[config.mk]
export PLATFORM = sky130hd
export DESIGN_NAME = valu_pipe
export DESIGN_NICKNAME = d
export VERILOG_FILES = /design/src/vec_pkg.sv /design/src/valu_pipe.sv
export SDC_FILE = /design/constraint.sdc
export NUM_CORES = 1
export LEC_CHECK = 0
export ABC_AREA = 1
export BUFFER_PORTS_ARGS = -buffer_cell sky130_fd_sc_hd__buf_2
export CAP_MARGIN = 0
export CORE_ASPECT_RATIO = 1.4
export CORE_MARGIN = 1.5
export CORE_UTILIZATION = 34
export DETAILED_ROUTE_END_ITERATION = 16
export HOLD_SLACK_MARGIN = 0.12
export RECOVER_POWER = 25
export SLEW_MARGIN = 40
export SYNTH_ARGS = -nofsm -noshare
export SYNTH_HDL_FRONTEND = slang
export SYNTH_SLANG_ARGS = --single-unit
[constraint.sdc]
create_clock -name clk -period 2.92 [get_ports clk]
set_input_delay 0.292 -clock clk [delete_from_list [all_inputs] [get_ports clk]]
set_output_delay 0.292 -clock clk [all_outputs]
set_load 0.03 [all_outputs]
[src/vec_pkg.sv]
`default_nettype none

package vec_pkg;

    // register geometry
    localparam int VLEN       = 64;
    localparam int ELEM_W     = 16;
    localparam int NUM_LANES  = VLEN / ELEM_W;
    localparam int NUM_VEC    = 32;
    localparam int REG_ADDR_W = 5;
    localparam int INSN_W     = 32;

    // major opcodes
    localparam logic [6:0] OPC_LOAD  = 7'h07;
    localparam logic [6:0] OPC_STORE = 7'h27;
    localparam logic [6:0] OPC_VALU  = 7'h57;

    // minor codes, funct3 field
    localparam logic [2:0] MNR_VV = 3'h0;
    localparam logic [2:0] MNR_VI = 3'h3;

    // funct6 codes
    localparam logic [5:0] F6_ADD = 6'h00;
    localparam logic [5:0] F6_SUB = 6'h02;
    localparam logic [5:0] F6_AND = 6'h09;
    localparam logic [5:0] F6_OR  = 6'h0A;
    localparam logic [5:0] F6_XOR = 6'h0B;

    typedef enum logic [2:0] {
        ALU_ADD,
        ALU_SUB,
        ALU_AND,
        ALU_OR,
        ALU_XOR
    } alu_op_t;

    typedef enum logic [1:0] {
        KIND_NONE,
        KIND_ALU,
        KIND_LOAD,
        KIND_STORE
    } insn_kind_t;

    // vd doubles as vs3 for stores
    typedef struct packed {
        insn_kind_t              kind;
        alu_op_t                 alu_op;
        logic                    use_imm;
        logic [REG_ADDR_W-1:0]   vd;
        logic [REG_ADDR_W-1:0]   vs1;
        logic [REG_ADDR_W-1:0]   vs2;
        logic [4:0]              imm5;
    } decoded_t;

    // src_a is vs1 data, src_b is vs2 data
    typedef struct packed {
        alu_op_t                 alu_op;
        logic                    use_imm;
        logic [4:0]              imm5;
        logic [REG_ADDR_W-1:0]   vd;
        logic [VLEN-1:0]         src_a;
        logic [VLEN-1:0]         src_b;
    } alu_req_t;

    typedef struct packed {
        logic                    valid;
        logic [REG_ADDR_W-1:0]   addr;
        logic [VLEN-1:0]         data;
    } wb_req_t;

endpackage

`default_nettype wire

[src/valu_pipe.sv]
`default_nettype none

module valu_pipe (
    input  logic              clk,
    input  logic              rst_n,
    input  vec_pkg::alu_req_t req,
    input  logic              req_valid,
    output vec_pkg::wb_req_t  res
);
    import vec_pkg::*;

    logic [VLEN-1:0]                   imm_bcast;
    logic                              s1_valid;
    alu_op_t                           s1_op;
    logic [REG_ADDR_W-1:0]             s1_vd;
    logic [VLEN-1:0]                   s1_a;
    logic [VLEN-1:0]                   s1_b;
    logic [NUM_LANES-1:0][ELEM_W-1:0]  lane_a;
    logic [NUM_LANES-1:0][ELEM_W-1:0]  lane_b;
    logic [NUM_LANES-1:0][ELEM_W-1:0]  lane_res;

    // sign extend imm5 to one element, copy to every lane
    assign imm_bcast = {NUM_LANES{{{(ELEM_W-5){req.imm5[4]}}, req.imm5}}};

    // stage one
    always_ff @(posedge clk) begin
        if (!rst_n) begin
            s1_valid <= 1'b0;
        end else begin
            s1_valid <= req_valid;
        end
        s1_op <= req.alu_op;
        s1_vd <= req.vd;
        s1_a  <= req.use_imm ? imm_bcast : req.src_a;
        s1_b  <= req.src_b;
    end

    assign lane_a = s1_a;
    assign lane_b = s1_b;

    // lanes independent, 16 bit wrap
    // vd = vs2 op vs1
    always_comb begin
        for (int i = 0; i < NUM_LANES; i++) begin
            case (s1_op)
                ALU_ADD: lane_res[i] = lane_b[i] + lane_a[i];
                ALU_SUB: lane_res[i] = lane_b[i] - lane_a[i];
                ALU_AND: lane_res[i] = lane_b[i] & lane_a[i];
                ALU_OR:  lane_res[i] = lane_b[i] | lane_a[i];
                ALU_XOR: lane_res[i] = lane_b[i] ^ lane_a[i];
                default: lane_res[i] = '0;
            endcase
        end
    end

    // stage two
    always_ff @(posedge clk) begin
        if (!rst_n) begin
            res.valid <= 1'b0;
        end else begin
            res.valid <= s1_valid;
        end
        res.addr <= s1_vd;
        res.data <= lane_res;
    end

endmodule

`default_nettype wire

== After elaboration in Yosys (flattened, before gate mapping) ==
Cells that the tools add are included.
Widths: inputs -> output; s select.

* Register bits: 207
* Latch bits: 0
* RAM bits: 0
* Bits in read-only memories: 0
* Input port bits: 145
* Output and inout bits: 70
* Logic and storage cells: 38
* Memories: 0

* $add $sub $neg: 8
* Multipliers: 0
* Div/mod/pow operators: 0
* Order comparisons: 0
* Eq/ne operators: 4
* Shift operators: 0
* Muxes and demuxes: 5
* Bitwise logic cells: 12
* Reduce and logical (&&, ||, !) cells: 1

{| class="wikitable"
|+ Operator list
! operator !! number
|-
| $pmux 16 s5 || 4
|-
| $add 16x16->16 || 4
|-
| $and 16x16->16 || 4
|-
| $mux 64 || 1
|-
| $or 16x16->16 || 4
|-
| $sub 16x16->16 || 4
|-
| $xor 16x16->16 || 4
|-
| $eq 3x2->1 const B || 2
|-
| $eq 3x1->1 const B || 1
|-
| $eq 3x3->1 const B || 1
|-
| $logic_not 3->1 || 1
|}

== Depth between registers and ports, before layout ==
Gate-level depths: netlist of run 1.

* Depth in word-level cells: 2
* Mapped depth: 21
* Mapped depth without buffers: 21

== Least setup slack after synthesis of run 1 ==
OpenSTA, ideal clock, no wires.

* Path type: reg-to-reg
* Start: register s1_op[1]
* End: register res[56] (netlist name)
* Setup time: 121 ps
* Data arrival time: 2267 ps
* Data required time: 2799 ps
* Setup slack: 531 ps
* Stages on the path, launching flop included: 16
* Buffers on the path: 2
* Period minus slack after synthesis: 2389 ps
* Cell sequence: dfxtp_1 buf_4 nor2_8 nand2_4 buf_4 nand2_1 o21ai_0 xor2_1 ha_1 a21oi_1 nor2_1 nor2_1 nand2_1 or2_2 nand3_1 nand2_1

{| class="wikitable"
|+ RTL lines
! what !! line !! text
|-
| start, declared || valu_pipe.sv:14 || <nowiki>alu_op_t s1_op;</nowiki>
|-
| start signal, assigned || valu_pipe.sv:32 || <nowiki>s1_op <= req.alu_op;</nowiki>
|-
| end, declared || valu_pipe.sv:8 || <nowiki>output vec_pkg::wb_req_t res</nowiki>
|}

==> results.ini, run 1 <==
[critical_path]
critPathArrivalTime_ns=3.11
timing.setup.critical_path_class=reg2reg
required_ns=3.32
critPathMaxStageDelay_ns=0.37
path_cells=inv_1, nand3_1, nor2_1, a21oi_1, a21oi_1, xor2_1, ha_1, a21oi_1, o21ai_0, a21oi_1, nand3b_1, nand3_1, nand2_1
critPathTopFamily=compound AO/OA/AOI/OAI gates
slowest_stage=dfxtp_1
start_kind=register
crit_path_frequent_cell=a21oi_1
path_buf_inv=1
cp_max_fo=5
end_kind=register

[place]
post_dp_cell_area_sq_um=14500
place_ws_ns=-0.0579
dp_cells=2408
portBuffers=214
gp_congestion=0.908
dp_hpwl_um=29900

[logic_synthesis]
synth-seq-cells=207
synth.cell_area_sq_um=12900
yosysUniqueCellTypes=34
synthesis.area_per_instance_sq_um=7.40
yosysSeqAreaShare_pct=32.1
ys_warn_count=0
synthCells=1745
syn-num-nets=2086

[routing]
vias_per_cell=4.76
wl_met2_um=21300
avgRoutedWirePerCell_um=15.4
first_iter_violations=443
vias=12347
dr.pass1.iters=5
met1_length_um=15400
routed_wl_um=39900
ant_nets=0
wl_met3_um=1390
top_layer=met4
drc_errors=0

[timing]
rsz0062_at_grt=true
fmax_mhz=369
setup_ws_ns=0.209
maxSlewViolCount=0
skew_ns=0.0132
timing.slew.headroom_pct=51.4
worst_pin_slew_ns=0.729
hold_viol_final=0
whs_ns=0.140
min_period_ns=2.71
setup-violations-final=0
post-route-period-util_pct=92.9

[global_routing]
first_global_vias=12590
grt_remaining_overflow=0
grt_use_total_pct=20.2
grt_pass1_wl_um=62300
grt_max_degree=52
antenna_found_initial=0

[cells_and_area]
fillers=3724
fin_util_pct=45.1
fin_area_sq_um=16900
drive_above_1_share_pct=16.3
fin_nets=2446
final_cells=2596
syn_to_final_growth_pct=31.2
n_antenna_cell=0

[status]
outcome=completed

[cts]
cts_tree=done
root_buffer=clkbuf_16
cts_made_buffers=24
cts_sinks=207
clk_pin_slew_ns=0.06
htreeDepth=1
insertion_delay_ns=0.54
cts_buffer_depth=3

[pwr]
p_seq_share_pct=36.4
switching_share_pct=34.2
ir_worst_vdd_mv=0.429
p_leak_nw=9.08
power.density_nw_per_um2=531
switching_power_mw=3.08
intPower_mw=5.92
clkPwrFrac_pct=34.1
pwr-share-comb_pct=29.5

[floorplanning]
rows=84
ioPinCount=215
die_w_um=168
die_h_um=234
die_area_sq_um=39200
initial_core_util_pct=34.4
core_sq_um=37500

[run]
maxCapViolCount=0

[min_path]
hp-class=in2reg

## kinds of logic after synthesis
kind of cell | synth area share (%)
xor gates and xnor gates | 3.66
DFF | 32.1
buffers and inverters | 10.9
and+or+nand+nor | 22.2
AOI/OAI and AO/OA | 11.9
adders and majority gates | 19.2
## state kept, by name (all words and copies together) (netlist names)
| register | count |
|---|---|
| s1_vd | 5 |
| s1_valid | 1 |
| lane_a | 64 |
| res | 70 |
| lane_b | 64 |
| s1_op | 3 |
## cell usage in the layout (no fill, tap or decap), types with 3 or more instances in the layout
master and instances:
a21oi_1 61, a21oi_2 9, a221oi_1 36, and2_1 4, buf_2 209, buf_4 23, clkbuf_1 9, clkbuf_16 25
clkinv_4 3, clkinvlp_4 6, dfxtp_1 206, dlygate4sd3_1 139, fa_1 4, ha_1 185, ha_2 3, ha_4 4
inv_1 303, inv_2 9, nand2_1 386, nand2_2 6, nand3_1 97, nand3b_1 19, nand4_1 8, nor2_1 115
nor2_2 7, nor3_1 4, nor3_2 4, o2111ai_1 16, o211ai_1 8, o21a_1 7, o21ai_0 97, o21ai_1 11
o21bai_1 4, or2_2 16, xor2_1 52
## synthesized netlist by cell type
master	count	area [sq um]
a21o_1	2	15.0
a21oi_1	70	350
a221oi_1	36	315
a31oi_1	2	12.5
and2_1	4	25.0
buf_2	19	95.1
buf_4	7	52.6
buf_6	2	22.5
clkbuf_1	16	60.1
dfxtp_1	207	4140
fa_1	4	80.1
ha_1	192	2400
inv_1	311	1170
inv_2	2	7.51
nand2_1	392	1470
nand2_4	1	11.3
nand3_1	99	495
nand3_4	1	17.5
nand3b_1	19	143
nand4_1	8	50.1
nor2_1	124	465
nor2_8	1	20.0
nor3_1	8	40.0
nor3_4	2	32.5
o2111ai_1	16	140
o211ai_1	8	60.1
o21a_1	7	52.6
o21ai_0	101	505
o21ai_1	9	45.0
o21bai_1	4	30.0
o31ai_1	1	7.51
or2_2	16	100
xnor2_1	2	17.5
xor2_1	52	455
## path summary, 6_finish.rpt
check	endpoint	from	slack [ns]	cells after the start
setup / recovery	res[14]	lane_a[2]	0.21	13
hold / removal	lane_a[1]	req[134]	0.14	3
setup reg to reg	res[14]	lane_a[2]	0.21	13
hold reg to reg	res[64]	s1_vd[0]	0.33	0
## routing by layer
metal / track usage [%] / vias to the layer above
met5: 0 / -
met4: 9.94 / 0
met3: 2.22 / 96
met2: 40.0 / 294
met1: 20.9 / 5663
li1: - / 6294
## layout make-up
class	instances	area (sq um)	area share (%)
Sequential cell	207	4150	24.5
Multi-Input combinational cell	1181	7540	44.5
Clock inverter	13	148	0.872
Tap cell	473	592	3.49
Inverter	313	1180	6.95
Clock buffer	31	668	3.95
Timing Repair Buffer	378	2670	15.8
## power groups by stage
stage | Sequential (mW) | Combinational (mW) | Clock [mW]
final | 3.28 | 2.66 | 3.07
after global routing | 3.31 | 2.99 | 3.28
after CTS | 3.28 | 2.61 | 3.16
after detailed placement | 3.34 | 2.45 | 0
after global placement | 3.34 | 2.41 | 0
after floorplan | 3.57 | 1.46 | 0
## what timing repair did
| item | in CTS | in global routing |
|---|---|---|
| pin swaps | 0 | 8 |
| endpoints found under the hold margin | 138 | 0 |
| buffers inserted | 0 | 5 |
| resized for setup | 3 | 55 |
| hold buffers | 139 | 0 |
| setup endpoints to repair | 2 | 20 |
## through the flow
step	TNS [ns]	total power, mW
floorplan	0	5.03
global placement	0	5.75
detailed placement	-0.0579	5.79
CTS	0	9.05
global route	-0.0503	9.58
finish	0	9.00
## worst reg2reg max path, cell delays in order (launching register included)
cell	delay, ns
dfxtp_1	0.37
inv_1	0.11
nand3_1	0.16
nor2_1	0.28
a21oi_1	0.20
a21oi_1	0.18
xor2_1	0.18
ha_1	0.31
a21oi_1	0.22
o21ai_0	0.12
a21oi_1	0.17
nand3b_1	0.10
nand3_1	0.10
nand2_1	0.10
(Power assumes the default switching activity.)
==> run 2, diff against run 1 <==
- ABC_AREA: 1 -> unset
==> run 2 against run 1 <==
The flow now finishes with violations (setup timing). Utilization is 5.7 points higher. Global-route usage is 1.3 points higher. Critical path depth is 2 lower. Register-to-register slack worse by 0.26 ns. Sequential power hardly changed. Hold slack worse by 0.0078 ns. Combinational power is 33% higher. Clock skew is 0.0093 ns higher. Clock-buffer cell count is 3 lower. Highest routed layer unchanged.
==> results.ini, run 2 <==
[status]
violations=setup timing
outcome=finished with violations

[cells_and_area]
largest_reg_flops=70  ; unchanged
final_cell_mix=buf_2, inv_1, dfxtp_1
fin_nets=2308  ; -5.6%
syn_to_final_growth_pct=48.0
final_common_cell=buf_2
drive_above_1_share_pct=30.4  ; +14 points
n_antenna_cell=0  ; unchanged
top_register=res

[timing]
setup_ws_ns=-0.0491  ; -0.258 ns
tns_ns=-0.0707  ; -0.0707 ns
hold_viol_final=0  ; unchanged
timing.slew.headroom_pct=48.3  ; -3.1 points
min_period_ns=2.97  ; +0.258 ns
setup-violations-final=3  ; +3
rsz0062_at_grt=true
post-route-period-util_pct=102  ; +8.8 points
skew_ns=0.0225  ; +0.00930 ns
maxSlewViolCount=0  ; unchanged
worst_pin_slew_ns=0.775  ; +0.0463 ns
fmax_mhz=337  ; -8.7%

[pwr]
p_seq_share_pct=32.6  ; -3.8 points
switching_power_mw=3.43  ; +11%
ir_worst_vdd_mv=0.551  ; +28%
p_total_mw=10.1  ; +13%
power.density_nw_per_um2=543  ; +2.2%
pwr-share-comb_pct=35.0  ; +5.5 points
switching_share_pct=33.8  ; -0.40 points
intPower_mw=6.71  ; +13%
p_leak_nw=8.92  ; -1.8%
clkPwrFrac_pct=32.4  ; -1.7 points

[cts]
cts_made_buffers=24  ; unchanged
insertion_delay_ns=0.56  ; +0.02 ns
clk_pin_slew_ns=0.06  ; about the same
cts_sinks=207  ; unchanged
cts_buffer_depth=3  ; unchanged
htreeDepth=1  ; unchanged
cts_tree=done
root_buffer=clkbuf_16

[logic_synthesis]
syn-num-nets=1791  ; -14%
synthesis.area_per_instance_sq_um=8.69  ; +18%
synth_top_family_by_area=compound AO/OA/AOI/OAI gates
yosys.area.top_type_share_pct=32.9  ; +0.77 points
synthSimpleGateAreaFrac_pct=8.99  ; -13 points
synth.most_common_cell=inv_1
ys_warn_count=0  ; unchanged
synth-async-reset-ratio_pct=0  ; unchanged
synthCells=1450  ; -17%
yosys_most_used_dff=dfxtp_1
synthTopCellsByArea=dfxtp_1, ha_1, inv_1
synth.cell_area_sq_um=12600  ; -2.4%
synthMuxAreaShare_pct=0.476  ; +0.48 points
yosys.area_share.adder_pct=19.7  ; +0.46 points
synth_compound_area_share_pct=23.5  ; +12 points
synth-seq-cells=207  ; unchanged
synth_edf_count=0  ; unchanged
yosysUniqueCellTypes=68  ; +100%
yosys.area.top_type=dfxtp_1
synth_xor_area_share_pct=6.38  ; +2.7 points
yosysSeqAreaShare_pct=32.9  ; +0.77 points
synthTopCellsByCount=inv_1, dfxtp_1, ha_1

[floorplanning]
initial_core_util_pct=34.4  ; about the same
die_area_sq_um=38300  ; -2.3%
die_h_um=231  ; -1.2%
ioPinCount=215  ; unchanged
core_sq_um=36700  ; -2.3%
rows=83  ; -1.2%
die_w_um=166  ; -1.2%

[routing]
drc_errors=0  ; unchanged
vias=12327  ; -0.16%
avgRoutedWirePerCell_um=17.5  ; +14%
routed_wl_um=42800  ; +7.3%
vias_per_cell=5.03  ; +5.7%
ant_nets=0  ; unchanged
first_iter_violations=605  ; +37%
dr.pass1.iters=5  ; unchanged

[critical_path]
end_kind=register
crit_cells=11  ; -2
cp_max_fo=4  ; -1
critPathTopFamily=compound AO/OA/AOI/OAI gates
start_kind=register
required_ns=3.36  ; +0.04 ns
path_cells=or3_4, nor3b_4, buf_4, nor2_1, xnor2_1, ha_1, a2111o_1, o21a_4, o31ai_2, mux2i_1, a21o_1
timing.setup.critical_path_class=reg2reg
path_buf_inv=1  ; unchanged
critPathMaxStageDelay_ns=0.46  ; +0.09 ns
slowest_stage=a2111o_1
critPathArrivalTime_ns=3.41  ; +0.30 ns
ff2ff_path_depth=11  ; -2

[place]
place_ws_ns=-0.175  ; -0.117 ns
portBuffers=214  ; unchanged
gp_congestion=0.879  ; -3.1%
dp_hpwl_um=30300  ; +1.5%

[global_routing]
grt_pass1_wl_um=65700  ; +5.4%
grt_remaining_overflow=0  ; unchanged
grt_max_degree=51  ; -1.9%
antenna_found_initial=1  ; +1
grt_use_total_pct=21.5  ; +1.3 points
first_global_vias=12572  ; -0.14%

[min_path]
hp-class=in2reg
min_path_cells=3  ; unchanged

[run]
maxCapViolCount=0  ; unchanged

[run 2: cells by family after synthesis]
logic type                 Yosys count
DFF                                207
adders and majority gates          196
muxes                                6
and+or+nand+nor                    227
xor gates and xnor gates            91
buffers and inverters              271
AOI/OAI and AO/OA                  452
[run 2: cell type report]
cell class,instances,area (sq um)
multi-input cells,972,8210
repair buffers,550,4030
flip-flops and latches,207,4150
inverters,212,798
fillers,3397,18000
well taps,467,584
clock buffers,28,646
clock inverters,16,229
[run 2: routing by layer]
layer,up-vias,GRT usage [%],share of wire (%)
met2,288,41.3,53
met3,82,2.16,3.7
met4,0,8.22,3.3
met5,-,0,0
met1,5845,24.1,40
li1,6112,-,-
[run 2: power groups by stage]
stage	sequential [mW]	clock, mW	combinational (mW)
final	3.30	3.29	3.54
after detailed placement	3.36	0	2.98
after floorplan	3.62	0	1.59
after CTS	3.30	3.37	3.19
after global placement	3.36	0	2.94
after global routing	3.33	3.48	3.87
[run 2: repair_timing]
| action | 4_1_cts | 5_1_grt |
|---|---|---|
| hold buffers | 138 | 0 |
| pin swaps | 7 | 96 |
| endpoints found under the hold margin | 137 | 0 |
| setup endpoints to repair | 21 | 38 |
| buffers inserted | 2 | 38 |
| cloned | 0 | 0 |
| resized for setup | 32 | 156 |
[run 2: worst reg2reg max path: stages, from the launching register on]
cell and delay, ns:
dfxtp_2 0.32, or3_4 0.41, nor3b_4 0.26, buf_4 0.15, nor2_1 0.05, xnor2_1 0.12
ha_1 0.35, a2111o_1 0.46, o21a_4 0.24, o31ai_2 0.22, mux2i_1 0.11, a21o_1 0.18
[run 2: metrics by stage]
step	area [sq um]	hold WS (ns)	utilization (%)	std cells
after detailed placement	15300	0.312	41.8	2231
after CTS	17700	0.122	48.3	2415
after global placement	15300	0.310	41.8	2231
after global routing	18700	0.150	50.9	2452
final	18700	0.132	50.9	2452
after floorplan	12700	0.310	-	1450
[run 2: worst paths after layout]
check / to / start / slack (ns)
setup / recovery: res[12] / lane_a[5] / -0.05
hold / removal: lane_a[51] / req[115] / 0.13
hold reg to reg: res[64] / s1_vd[0] / 0.33
setup reg to reg: res[12] / lane_a[5] / -0.05
==> run 3, diff against run 2 <==
- clock period: 2.92 -> 2.5 ns (I/O delays scaled with it)
==> run 3 against run 2 <==
Routed wire length increased by 3.5%. The run still ends with setup timing left. Critical endpoint is now res[30]. Cell area increased by 6.6%. Power increased by 21%. Sequential power increased by 17%.
==> results.ini, run 3 (synthesis gave the netlist of run 2 again) <==
[status]
outcome=finished with violations
violations=setup timing

[timing]
tns_ns=-8.68  ; -8.61 ns
timing.slew.headroom_pct=53.3  ; +5.0 points
post-route-period-util_pct=116  ; +15 points
hold_viol_final=0  ; unchanged
worst_pin_slew_ns=0.700  ; -0.0755 ns
setup-violations-final=41  ; +38
min_period_ns=2.91  ; -0.0606 ns
skew_ns=0.0203  ; -0.00215 ns
rsz0062_at_grt=true
maxSlewViolCount=0  ; unchanged
fmax_mhz=344  ; +2.1%
setup_ws_ns=-0.409  ; -0.359 ns

[floorplanning]
core_sq_um=36700  ; unchanged
ioPinCount=215  ; unchanged
rows=83  ; unchanged
die_area_sq_um=38300  ; unchanged
initial_core_util_pct=34.4  ; unchanged
die_h_um=231  ; unchanged
die_w_um=166  ; unchanged

[critical_path]
required_ns=2.91  ; -0.45 ns
cp_max_fo=4  ; unchanged
r2r-start=lane_a[21]
path_buf_inv=1  ; unchanged
path_cells=or3_4, nor3_4, nand4_1, o31ai_2, xnor2_1, ha_1, buf_4, nand2_1, o21a_1, o21a_1, a31o_2, xor2_1, o21ai_1
r2r-end=res[30]
end_kind=register
critPathMaxStageDelay_ns=0.40  ; -0.06 ns
crit_path_frequent_cell=o21a_1
r2r_slack_ns=-0.41  ; -0.36 ns
critPathTopFamily=compound AO/OA/AOI/OAI gates
timing.setup.critical_path_class=reg2reg
start_kind=register
slowest_stage=or3_4
critPathArrivalTime_ns=3.31  ; -0.10 ns
ff2ff_path_depth=13  ; +2

[global_routing]
antenna_found_initial=0  ; -1
grt_pass1_wl_um=69000  ; +5.1%
grt_use_total_pct=22.5  ; +0.97 points
grt_remaining_overflow=0  ; unchanged
first_global_vias=13391  ; +6.5%
grt_max_degree=70  ; +37%

[routing]
dr.pass1.iters=5  ; unchanged
avgRoutedWirePerCell_um=17.3  ; -0.71%
first_iter_violations=675  ; +12%
ant_nets=0  ; unchanged
drc_errors=0  ; unchanged
routed_wl_um=44300  ; +3.5%
vias=12830  ; +4.1%
vias_per_cell=5.02  ; -0.15%

[cells_and_area]
top_register=res
n_antenna_cell=0  ; unchanged
final_cells=2556  ; +4.2%
multi_input_area_sq_um=8570  ; +4.5%
fin_area_sq_um=19900  ; +6.6%
regArea_sq_um=4160  ; +0.15%
drive_above_1_share_pct=36.3  ; +6.0 points
final_cell_mix=buf_4, buf_2, inv_1
largest_reg_flops=70  ; unchanged
syn_to_final_growth_pct=57.7
fillers=3329  ; -2.0%
fin_nets=2414  ; +4.6%
final_common_cell=buf_4

[place]
dp_cells=2318  ; +3.9%
dp_hpwl_um=31400  ; +3.4%
portBuffers=214  ; unchanged
place_ws_ns=-0.538  ; -0.363 ns
post_dp_cell_area_sq_um=16200  ; +5.5%
gp_congestion=0.882  ; +0.28%

[cts]
cts_made_buffers=23  ; -4.2%
cts_tree=done
htreeDepth=1  ; unchanged
clk_pin_slew_ns=0.07  ; about the same
root_buffer=clkbuf_16
cts_buffer_depth=3  ; unchanged
insertion_delay_ns=0.54  ; -0.02 ns
cts_sinks=207  ; unchanged

[pwr]
intPower_mw=8.17  ; +22%
switching_power_mw=4.08  ; +19%
ir_worst_vdd_mv=0.986  ; +79%
pwr-share-comb_pct=38.2  ; +3.2 points
p_total_mw=12.2  ; +21%
p_seq_share_pct=31.4  ; -1.2 points
p_leak_nw=9.53  ; +6.9%
switching_share_pct=33.3  ; -0.53 points
clkPwrFrac_pct=30.3  ; -2.1 points
power.density_nw_per_um2=616  ; +13%

[min_path]
min_path_cells=2  ; -1
hp-class=in2reg
min_to=lane_a[25]
min-delay-start=req[138]

[run]
maxCapViolCount=0  ; unchanged

[run 3: worst max-delay path by stage]
stage	depth (start not counted)	to	from	slack, ns
after CTS	13	res[30]	lane_a[20]	-0.42
final	13	res[30]	lane_a[21]	-0.41
after floorplan	13	res[12]	s1_op[1]	-0.32
after global placement	13	res[29]	lane_a[21]	-0.49
after global routing	13	res[29]	lane_a[21]	-0.59
after detailed placement	13	res[29]	lane_a[21]	-0.54
[run 3: worst register-to-register path, stage by stage (launching register included)]
cell and delay, ns:
dfxtp_2 0.32, or3_4 0.40, nor3_4 0.22, nand4_1 0.17, o31ai_2 0.30, xnor2_1 0.11
ha_1 0.35, buf_4 0.15, nand2_1 0.05, o21a_1 0.18, o21a_1 0.10, a31o_2 0.21
xor2_1 0.16, o21ai_1 0.08
[run 3: timing repair]
action,in CTS,in global routing
endpoints found under the setup margin,48,48
pin swaps,89,93
gates resized for setup,159,80
gates cloned,0,1
hold buffers,143,0
hold endpoints to repair,138,0
setup buffers,42,18
[run 3: stage by stage]
step / hold slack [ns] / util (%)
5_1_grt: 0.148 / 54.2
2_1_floorplan: 0.278 / -
3_3_place_gp: 0.310 / 44.1
6_report: 0.138 / 54.2
4_1_cts: 0.125 / 52.9
3_5_place_dp: 0.312 / 44.1
[run 3: area by class of cell]
cell class | instances | area share, %
Multi-Input combinational cell | 972 | 43.1
Inverter | 212 | 4.00
Tap cell | 467 | 2.94
Clock inverter | 14 | 1.10
Sequential cell | 207 | 20.9
Clock buffer | 27 | 3.07
Timing Repair Buffer | 657 | 24.8
[run 3: power groups by stage]
stage          clock [mW]  sequential [mW]  combinational, mW
6_report             3.71             3.85               4.68
5_1_grt              3.94             3.88               5.07
4_1_cts              3.80             3.85               4.42
3_5_place_dp            0             3.91               3.83
3_3_place_gp            0             3.91               3.77
2_1_floorplan           0             4.23               1.97
[run 3: routing by layer]
layer	vias up	GRT usage (%)	wire length (um)
met3	114	2.69	1700
met4	0	11.9	2350
li1	6324	-	-
met5	-	0	0
met1	6073	24.5	17600
met2	319	42.2	22700
